### src/design/yuv2rgb_pkg.sv
`default_nettype none

package yuv2rgb_pkg;

	localparam int ADDR_W       = 18;
	localparam int DATA_W       = 16;
	localparam int READ_LATENCY = 2; // address to read data, in cycles

	localparam int Y_OFFSET = 16;
	localparam int C_OFFSET = 128;

	// colour matrix, 16.16 fixed point
	localparam logic signed [31:0] COEF_Y  = 32'sd76284;
	localparam logic signed [31:0] COEF_RV = 32'sd104595;
	localparam logic signed [31:0] COEF_GU = -32'sd25624;
	localparam logic signed [31:0] COEF_GV = -32'sd53281;
	localparam logic signed [31:0] COEF_BU = 32'sd132251;

	localparam logic signed [31:0] TAP_FAR  = 32'sd21;
	localparam logic signed [31:0] TAP_MID  = -32'sd52;
	localparam logic signed [31:0] TAP_NEAR = 32'sd159;

	typedef struct packed {
		logic [ADDR_W-1:0] addr;
		logic [DATA_W-1:0] wdata;
		logic              we_n;
	} sram_req_t;

	typedef struct packed {
		logic [7:0] even;
		logic [7:0] odd; // interpolated
	} chroma_pair_t;

	typedef struct packed {
		logic [7:0]   y_even;
		logic [7:0]   y_odd;
		chroma_pair_t u;
		chroma_pair_t v;
	} yuv_pair_t;

	typedef struct packed {
		logic [7:0] r0;
		logic [7:0] g0;
		logic [7:0] b0;
		logic [7:0] r1;
		logic [7:0] g1;
		logic [7:0] b1;
	} rgb_pair_t;

	typedef enum logic [2:0] {
		IDLE, ROW_LOAD, PAIR_FETCH, PAIR_ISSUE,
		WRITE_0, WRITE_1, WRITE_2, ROW_END
	} seq_state_t;

	function automatic logic [7:0] clip_u8(input logic signed [31:0] x);
		if (x < 0)
			return 8'd0;
		else if (x > 255)
			return 8'd255;
		else
			return x[7:0];
	endfunction

endpackage

`default_nettype wire

### src/design/chroma_upsampler.sv
`timescale 1ns/1ps
`default_nettype none

module chroma_upsampler import yuv2rgb_pkg::*; (
	input  logic         Clock,
	input  logic         resetn,
	input  logic         load,
	input  logic [7:0]   sample,
	output chroma_pair_t chroma
);

	// [5] is c[k-2] ... [0] is c[k+3]
	logic [5:0][7:0]    win;
	logic [5:0][7:0]    next_win;
	logic signed [31:0] sum_far;
	logic signed [31:0] sum_mid;
	logic signed [31:0] sum_near;
	logic signed [31:0] acc;

	assign next_win = {win[4:0], sample};

	always_comb begin
		sum_far  = 32'(next_win[5]) + 32'(next_win[0]);
		sum_mid  = 32'(next_win[4]) + 32'(next_win[1]);
		sum_near = 32'(next_win[3]) + 32'(next_win[2]);
		acc = TAP_FAR * sum_far + TAP_MID * sum_mid + TAP_NEAR * sum_near + 32'sd128; // rounding
	end

	always_ff @(posedge Clock) begin
		if (load)
			win <= next_win;
	end

	always_ff @(posedge Clock or negedge resetn) begin
		if (!resetn) begin
			chroma <= '0;
		end else if (load) begin
			chroma <= '{even: next_win[3], odd: clip_u8(acc >>> 8)};
		end
	end

endmodule

`default_nettype wire

### src/design/colour_matrix.sv
`timescale 1ns/1ps
`default_nettype none

module colour_matrix import yuv2rgb_pkg::*; (
	input  logic      Clock,
	input  logic      resetn,
	input  logic      pair_valid,
	input  yuv_pair_t pair,
	output rgb_pair_t rgb,
	output logic      rgb_valid
);

	logic [1:0][7:0] y_in;
	logic [1:0][7:0] u_in;
	logic [1:0][7:0] v_in;

	logic signed [31:0] y_term [2];
	logic signed [31:0] rv_term [2];
	logic signed [31:0] gu_term [2];
	logic signed [31:0] gv_term [2];
	logic signed [31:0] bu_term [2];

	logic signed [31:0] r_sum [2];
	logic signed [31:0] g_sum [2];
	logic signed [31:0] b_sum [2];

	logic stage1_valid;

	function automatic logic signed [31:0] centred(input logic [7:0] x, input int offset);
		return $signed(32'(x)) - offset;
	endfunction

	assign y_in = {pair.y_odd, pair.y_even}; // index 0 is the even pixel
	assign u_in = {pair.u.odd, pair.u.even};
	assign v_in = {pair.v.odd, pair.v.even};

	always_ff @(posedge Clock) begin
		if (pair_valid) begin
			for (int p = 0; p < 2; p++) begin
				y_term[p]  <= COEF_Y * centred(y_in[p], Y_OFFSET);
				rv_term[p] <= COEF_RV * centred(v_in[p], C_OFFSET);
				gu_term[p] <= COEF_GU * centred(u_in[p], C_OFFSET);
				gv_term[p] <= COEF_GV * centred(v_in[p], C_OFFSET);
				bu_term[p] <= COEF_BU * centred(u_in[p], C_OFFSET);
			end
		end
	end

	always_comb begin
		for (int p = 0; p < 2; p++) begin
			r_sum[p] = (y_term[p] + rv_term[p]) >>> 16;
			g_sum[p] = (y_term[p] + gu_term[p] + gv_term[p]) >>> 16;
			b_sum[p] = (y_term[p] + bu_term[p]) >>> 16;
		end
	end

	always_ff @(posedge Clock) begin
		if (stage1_valid) begin // held until the next pair
			rgb <= '{
				r0: clip_u8(r_sum[0]),
				g0: clip_u8(g_sum[0]),
				b0: clip_u8(b_sum[0]),
				r1: clip_u8(r_sum[1]),
				g1: clip_u8(g_sum[1]),
				b1: clip_u8(b_sum[1])
			};
		end
	end

	always_ff @(posedge Clock or negedge resetn) begin
		if (!resetn) begin
			stage1_valid <= 1'b0;
			rgb_valid <= 1'b0;
		end else begin
			stage1_valid <= pair_valid;
			rgb_valid <= stage1_valid;
		end
	end

endmodule

`default_nettype wire

### src/design/frame_sequencer.sv
`timescale 1ns/1ps
`default_nettype none

module frame_sequencer import yuv2rgb_pkg::*; #(
	parameter int IMG_WIDTH  = 320,
	parameter int IMG_HEIGHT = 240,
	parameter int RGB_BASE   = 146944
) (
	input  logic              Clock,
	input  logic              resetn,
	input  logic              start,
	input  logic [DATA_W-1:0] read_data,
	input  chroma_pair_t      u_chroma,
	input  chroma_pair_t      v_chroma,
	input  rgb_pair_t         rgb,
	input  logic              rgb_valid,
	output logic              u_load,
	output logic              v_load,
	output logic [7:0]        u_sample,
	output logic [7:0]        v_sample,
	output yuv_pair_t         pair,
	output logic              pair_valid,
	output sram_req_t         sram,
	output logic              done
);

	localparam logic [ADDR_W-1:0] Y_BASE    = '0;
	localparam logic [ADDR_W-1:0] U_BASE    = ADDR_W'(IMG_WIDTH * IMG_HEIGHT / 2);
	localparam logic [ADDR_W-1:0] V_BASE    = U_BASE + ADDR_W'(IMG_WIDTH * IMG_HEIGHT / 4);
	localparam logic [ADDR_W-1:0] RGB_START = ADDR_W'(RGB_BASE);

	localparam int PAIR_W = $clog2(IMG_WIDTH);
	localparam int ROW_W  = $clog2(IMG_HEIGHT + 1);
	localparam logic [PAIR_W-1:0] LAST_PAIR = PAIR_W'(IMG_WIDTH / 2 - 1);
	localparam logic [ROW_W-1:0]  LAST_ROW  = ROW_W'(IMG_HEIGHT - 1);

	// read tags, one per outstanding read slot
	localparam logic [2:0] TAG_Y = 3'b100;
	localparam logic [2:0] TAG_U = 3'b010;
	localparam logic [2:0] TAG_V = 3'b001;

	seq_state_t        state;
	logic [3:0]        step;
	logic [ROW_W-1:0]  row_cnt;
	logic [PAIR_W-1:0] pair_cnt;
	logic [ADDR_W-1:0] y_cnt;
	logic [ADDR_W-1:0] u_cnt;
	logic [ADDR_W-1:0] v_cnt;
	logic [ADDR_W-1:0] rgb_cnt;

	logic [READ_LATENCY:0][2:0] rd_pipe;
	logic                       rd_busy;

	logic [DATA_W-1:0]      y_word;
	logic [1:0][DATA_W-1:0] u_word; // [1] is the newest word
	logic [1:0][DATA_W-1:0] v_word;

	logic [PAIR_W-1:0] ahead_idx;
	logic              ahead_hi;
	logic              fetch_chroma;

	// row start order c0 c0 c0 c1 c2 c3
	function automatic logic [7:0] lead_sample(input logic [1:0][DATA_W-1:0] w,
			input logic [3:0] idx);
		case (idx)
		4'd3: return w[0][7:0];
		4'd4: return w[1][15:8];
		4'd5: return w[1][7:0];
		default: return w[0][15:8];
		endcase
	endfunction

	assign ahead_idx    = pair_cnt + PAIR_W'(3);
	assign ahead_hi     = (ahead_idx <= LAST_PAIR) && !ahead_idx[0]; // even index, new word
	assign fetch_chroma = (pair_cnt != '0) && ahead_hi;
	assign rd_busy      = |rd_pipe;

	assign pair = '{y_even: y_word[15:8], y_odd: y_word[7:0], u: u_chroma, v: v_chroma};

	always_ff @(posedge Clock) begin
		if (rd_pipe[READ_LATENCY] == TAG_Y)
			y_word <= read_data;
		if (rd_pipe[READ_LATENCY] == TAG_U)
			u_word <= {read_data, u_word[1]};
		if (rd_pipe[READ_LATENCY] == TAG_V)
			v_word <= {read_data, v_word[1]};
	end

	always_ff @(posedge Clock or negedge resetn) begin
		if (!resetn) begin
			state <= IDLE;
			step <= '0;
			row_cnt <= '0;
			pair_cnt <= '0;
			y_cnt <= Y_BASE;
			u_cnt <= U_BASE;
			v_cnt <= V_BASE;
			rgb_cnt <= RGB_START;
			rd_pipe <= '0;
			sram <= '{addr: '0, wdata: '0, we_n: 1'b1};
			u_load <= 1'b0;
			v_load <= 1'b0;
			u_sample <= '0;
			v_sample <= '0;
			pair_valid <= 1'b0;
			done <= 1'b0;
		end else begin
			sram.we_n <= 1'b1;
			u_load <= 1'b0;
			v_load <= 1'b0;
			pair_valid <= 1'b0;
			done <= 1'b0;
			rd_pipe <= {rd_pipe[READ_LATENCY-1:0], 3'b000};

			case (state)
			IDLE: begin
				if (start) begin
					step <= '0;
					row_cnt <= '0;
					pair_cnt <= '0;
					y_cnt <= Y_BASE;
					u_cnt <= U_BASE;
					v_cnt <= V_BASE;
					rgb_cnt <= RGB_START;
					state <= ROW_LOAD;
				end
			end

			ROW_LOAD: begin
				if (step < 4'd4) begin
					if (!step[0]) begin // u0u1 then u2u3
						sram.addr <= u_cnt;
						u_cnt <= u_cnt + 1'b1;
						rd_pipe[0] <= TAG_U;
					end else begin
						sram.addr <= v_cnt;
						v_cnt <= v_cnt + 1'b1;
						rd_pipe[0] <= TAG_V;
					end
					step <= step + 1'b1;
				end else if (step == 4'd4) begin
					if (!rd_busy)
						step <= 4'd5;
				end else begin
					u_load <= 1'b1;
					v_load <= 1'b1;
					u_sample <= lead_sample(u_word, step - 4'd5);
					v_sample <= lead_sample(v_word, step - 4'd5);
					if (step == 4'd10) begin
						step <= '0;
						state <= PAIR_FETCH;
					end else begin
						step <= step + 1'b1;
					end
				end
			end

			PAIR_FETCH: begin
				case (step)
				4'd0: begin
					sram.addr <= y_cnt;
					y_cnt <= y_cnt + 1'b1;
					rd_pipe[0] <= TAG_Y;
					step <= 4'd1;
				end
				4'd1: begin
					if (fetch_chroma) begin
						sram.addr <= u_cnt;
						u_cnt <= u_cnt + 1'b1;
						rd_pipe[0] <= TAG_U;
					end
					step <= 4'd2;
				end
				4'd2: begin
					if (fetch_chroma) begin
						sram.addr <= v_cnt;
						v_cnt <= v_cnt + 1'b1;
						rd_pipe[0] <= TAG_V;
					end
					step <= 4'd3;
				end
				default: begin
					if (!rd_busy) begin
						step <= '0;
						state <= PAIR_ISSUE;
					end
				end
				endcase
			end

			PAIR_ISSUE: begin
				case (step)
				4'd0: begin
					if (pair_cnt != '0) begin // past the row end this repeats the last sample
						u_load <= 1'b1;
						v_load <= 1'b1;
						u_sample <= ahead_hi ? u_word[1][15:8] : u_word[1][7:0];
						v_sample <= ahead_hi ? v_word[1][15:8] : v_word[1][7:0];
					end
					step <= 4'd1;
				end
				4'd1: begin
					pair_valid <= 1'b1; // chroma settles this cycle
					step <= 4'd2;
				end
				default: begin
					if (rgb_valid) begin
						step <= '0;
						state <= WRITE_0;
					end
				end
				endcase
			end

			WRITE_0: begin
				sram <= '{addr: rgb_cnt, wdata: {rgb.r0, rgb.g0}, we_n: 1'b0};
				rgb_cnt <= rgb_cnt + 1'b1;
				state <= WRITE_1;
			end

			WRITE_1: begin
				sram <= '{addr: rgb_cnt, wdata: {rgb.b0, rgb.r1}, we_n: 1'b0};
				rgb_cnt <= rgb_cnt + 1'b1;
				state <= WRITE_2;
			end

			WRITE_2: begin
				sram <= '{addr: rgb_cnt, wdata: {rgb.g1, rgb.b1}, we_n: 1'b0};
				rgb_cnt <= rgb_cnt + 1'b1;
				if (pair_cnt == LAST_PAIR) begin
					state <= ROW_END;
				end else begin
					pair_cnt <= pair_cnt + 1'b1;
					state <= PAIR_FETCH;
				end
			end

			ROW_END: begin
				pair_cnt <= '0;
				step <= '0;
				if (row_cnt == LAST_ROW) begin
					done <= 1'b1; // last write lands this cycle
					state <= IDLE;
				end else begin
					row_cnt <= row_cnt + 1'b1;
					state <= ROW_LOAD;
				end
			end

			default: state <= IDLE;
			endcase
		end
	end

endmodule

`default_nettype wire

### src/design/yuv2rgb_top.sv
`timescale 1ns/1ps
`default_nettype none

module yuv2rgb_top import yuv2rgb_pkg::*; #(
	parameter int IMG_WIDTH  = 320,
	parameter int IMG_HEIGHT = 240,
	parameter int RGB_BASE   = 146944
) (
	input  logic              Clock,
	input  logic              resetn,
	input  logic              start,
	input  logic [DATA_W-1:0] read_data,
	output sram_req_t         sram,
	output logic              done
);

	logic         u_load;
	logic         v_load;
	logic [7:0]   u_sample;
	logic [7:0]   v_sample;
	chroma_pair_t u_chroma;
	chroma_pair_t v_chroma;
	yuv_pair_t    pair;
	logic         pair_valid;
	rgb_pair_t    rgb;
	logic         rgb_valid;

	frame_sequencer #(
		.IMG_WIDTH  (IMG_WIDTH),
		.IMG_HEIGHT (IMG_HEIGHT),
		.RGB_BASE   (RGB_BASE)
	) u_seq (
		.Clock      (Clock),
		.resetn     (resetn),
		.start      (start),
		.read_data  (read_data),
		.u_chroma   (u_chroma),
		.v_chroma   (v_chroma),
		.rgb        (rgb),
		.rgb_valid  (rgb_valid),
		.u_load     (u_load),
		.v_load     (v_load),
		.u_sample   (u_sample),
		.v_sample   (v_sample),
		.pair       (pair),
		.pair_valid (pair_valid),
		.sram       (sram),
		.done       (done)
	);

	chroma_upsampler u_up (
		.Clock  (Clock),
		.resetn (resetn),
		.load   (u_load),
		.sample (u_sample),
		.chroma (u_chroma)
	);

	chroma_upsampler v_up (
		.Clock  (Clock),
		.resetn (resetn),
		.load   (v_load),
		.sample (v_sample),
		.chroma (v_chroma)
	);

	colour_matrix u_cm (
		.Clock      (Clock),
		.resetn     (resetn),
		.pair_valid (pair_valid),
		.pair       (pair),
		.rgb        (rgb),
		.rgb_valid  (rgb_valid)
	);

endmodule

`default_nettype wire

### config.mk
export PLATFORM = sky130hd
export DESIGN_NAME = yuv2rgb_top
export DESIGN_NICKNAME = d
export VERILOG_FILES = /design/src/design/yuv2rgb_pkg.sv /design/src/design/chroma_upsampler.sv /design/src/design/colour_matrix.sv /design/src/design/frame_sequencer.sv /design/src/design/yuv2rgb_top.sv
export SDC_FILE = /design/constraint.sdc
export NUM_CORES = 2
export LEC_CHECK = 0
export ABC_AREA = 1
export BUFFER_PORTS_ARGS = -buffer_cell sky130_fd_sc_hd__buf_2
export CAP_MARGIN = 20
export CORE_ASPECT_RATIO = 1.4
export CORE_UTILIZATION = 67
export CTS_BUF_LIST = sky130_fd_sc_hd__clkbuf_2
export DETAILED_ROUTE_END_ITERATION = 10
export HOLD_SLACK_MARGIN = 0.1
export PLACE_DENSITY_LB_ADDON = 0.08
export REMOVE_ABC_BUFFERS = 1
export SYNTH_ARGS = -nofsm -noshare
export SYNTH_HDL_FRONTEND = slang
export SYNTH_HIERARCHICAL = 1
export SYNTH_SLANG_ARGS = --single-unit
### constraint.sdc
create_clock -name Clock -period 9.6 [get_ports Clock]
set_clock_uncertainty 0.15 [all_clocks]
set_input_delay 1.44 -clock Clock [delete_from_list [all_inputs] [get_ports Clock]]
set_output_delay 1.44 -clock Clock [all_outputs]
set_load 0.02 [all_outputs]
==> reports/qor.csv <==
metric,value,unit
post-layout minimum cycle time,8.25,ns
CTS Buf Count,153,
Slew @ Worst Pin,1.09,ns
most frequent cells in the layout,"nand2_1 (1803), inv_1 (1563), ha_1 (1224)",
"Clk pin slew, worst setup/hold paths",0.12,ns
nets@finish,10583,
Gate Count Post-Synth,8726,
simple-gate share of the synthesized area,18.3,%
DRT Wirelength,203,mm
Starting Density,67.6,%
routed via count,60212,
"most common cell after layout, fill and taps aside",nand2_1,
io pins,55,
worst path arrival time,9.44,ns
crit path kind,flip-flop to flip-flop,
status,"complete, no violations",
Worst Path Max Fanout,8,
adder-cell share of the synthesized area,33.6,%
1st-pass router iterations,6,
slowest cell on the critical path,fa_1,
CP Launch Type,flip-flop,
r2r startpoint,v_up/next_win[18],
vias in the first global route,61327,
Worst setup EP type,flip-flop,
Compound-Gate Fraction of Synth Area,8.52,%
"FFs w/ async S/R, synth",29.7,%
number of flops mapped to enable cells by yosys,457,
Antenna Nets Post-Route,0,
die area,111000,um^2
post-DP HPWL,166,mm
post-synthesis cell area,73400,um^2
clock root buffer,clkbuf_2,
Max-slew headroom,27.1,%
die height,394,um
number of fill cells,8803,
TNS Setup,0,ns
drt wl/cell,19.4,um
first-pass GRT wire length,319,mm
Via-to-Cell Ratio,5.76,
row count,143,
die width,282,um
Layout area overhead,4.89,%
post-synthesis mux area share,0,%
post-synthesis sequential area ratio,25.3,%
DRC viols,0,
Buffers on Ports,54,
Clock Sinks,650,
"Clk Latency, worst-skew pair",1.57,ns
post-CTS setup buffers,0,
total grt overflow,0,
PostCTS Resize Cnt,0,
RSZ-0062 raised after global routing,false,
largest family of logic cells by synthesized area,adder cells,
GRT Overall Usage,37.2,%
CTS tree,built,
xor/xnor share of the synthesized area,5.25,%
Highest Clock Rate,121,MHz
Fin. Hold Viols,0,
core area,109000,um^2
drt first-iter violations,4507,
"Hold-fix buffers, CTS",18,
routability cong.,1.01,
Netlist cell types,72,
crit path launch,v_up/next_win[18],
"FF+latch count, synth",650,
prevailing post-synth register cell,edfxtp_1,
CTS Buffer Depth,3,
largest net degree at the start of global routing,87,
H-tree levels,4,
most frequent CP cell,nand2_1,
sequential cell area,18600,um^2
footprint of the multi-input gates,48300,um^2
yosys warns,6,
Min-Delay Path Class,flip-flop to flip-flop,
ratio of final minimum period to clock period,86.0,%
Final Setup Violations,0,
"Req. time, crit path",10.79,ns
delay of the slowest critical-path stage,0.54,ns
initial antenna violation count,13,
syn avg cell area,8.41,um^2
share of cells above drive strength 1,5.96,%
Slew Limit Fails,0,
Hold Startpoint,u_seq/rd_pipe[5],
max-capacitance violation count,0,
[flip-flops by register name, summed over array words and instances (netlist names), 4 cells and up]
signal          flops
u_cm/bu_term       54
u_cm/gu_term       42
u_cm/gv_term       48
u_cm/rgb           48
u_cm/rv_term       50
u_cm/y_term        55
u_seq/pair_cnt      9
u_seq/rd_pipe       9
u_seq/rgb_cnt      18
u_seq/row_cnt       8
u_seq/sram         35
u_seq/step          4
u_seq/u_cnt        18
u_seq/u_sample      8
u_seq/u_word       32
u_seq/v_cnt        18
u_seq/v_sample      8
u_seq/v_word       32
u_seq/y_cnt        18
u_seq/y_word       16
u_up/chroma        16
u_up/next_win      40
v_up/chroma        16
v_up/next_win      40
[Yosys cell counts (all sizes together) (78+ instances only)]
cell type	number	area [um^2]
edfxtp	457	13700
nand4	125	782
nand2	1857	7150
fa	469	9390
buf	78	507
nand3	389	2010
xnor2	145	1300
nor3	95	523
nor2	605	2480
a21oi	554	2840
inv	1589	5970
xor2	279	2560
dfrtp	178	4450
o21ai	329	1700
ha	1224	15300
[layout make-up]
type                            count  share of cell area [%]
Antenna cell                        8                  0.0260
Clock buffer                      207                    1.35
Clock inverter                     72                   0.868
Inverter                         1591                    7.76
Multi-Input combinational cell   6379                    62.7
Sequential cell                   650                    24.1
Tap cell                         1450                    2.36
Timing Repair Buffer               96                   0.832
[per-stage QoR]
stage	hold slack (ns)	area, um^2	instances	util (%)	worst slack, ns
floorplan	0.204	72800	8620	-	2.20
global placement	0.211	75100	10148	69.2	1.52
detailed placement	0.212	75100	10148	69.2	1.46
CTS	0.143	77000	10445	70.9	1.40
global route	0.250	77000	10449	70.9	0.690
finish	0.223	77000	10453	70.9	1.35
[kinds of logic after synthesis]
family,after synthesis
AO/OA/AOI/OAI,1117
XOR/XNOR,424
adder cells (fa/ha/maj),1693
buffers and inverters,1697
flip-flops,650
AND/OR/NAND/NOR,3145
[worst max-delay path, delay by kind of cell, from the launching register on]
kind                     cells  cell delay (ns)
AO/OA/AOI/OAI               10             1.82
XOR/XNOR                     2             0.50
adder cells (fa/ha/maj)      9             3.56
buffers and inverters        6             0.57
flip-flops                   1             0.42
AND/OR/NAND/NOR             13             1.10
[layer usage]
layer	up-vias	wire length (um)	GRT usage, %
met5	-	50	0
met1	28704	79000	44.1
met2	2084	97000	62.7
met4	8	12200	20.8
li1	28850	-	-
met3	566	14500	7.27
[final timing paths]
path | end | slack (ns) | cells after the start
worst min register to register | u_seq/rd_pipe[8] | 0.22 | 0
worst max register to register | v_up/chroma[6] | 1.35 | 40
worst max-delay path | v_up/chroma[6] | 1.35 | 40
worst min-delay path | u_seq/rd_pipe[8] | 0.22 | 0
max in group asynchronous | u_seq/pair_valid | 7.50 | 3
min in group asynchronous | u_seq/u_cnt[8] | 0.31 | 2
Power is left out: the tool's default activity adds up to more than one toggle a clock period on the data nets, which glitch-free logic cannot reach.
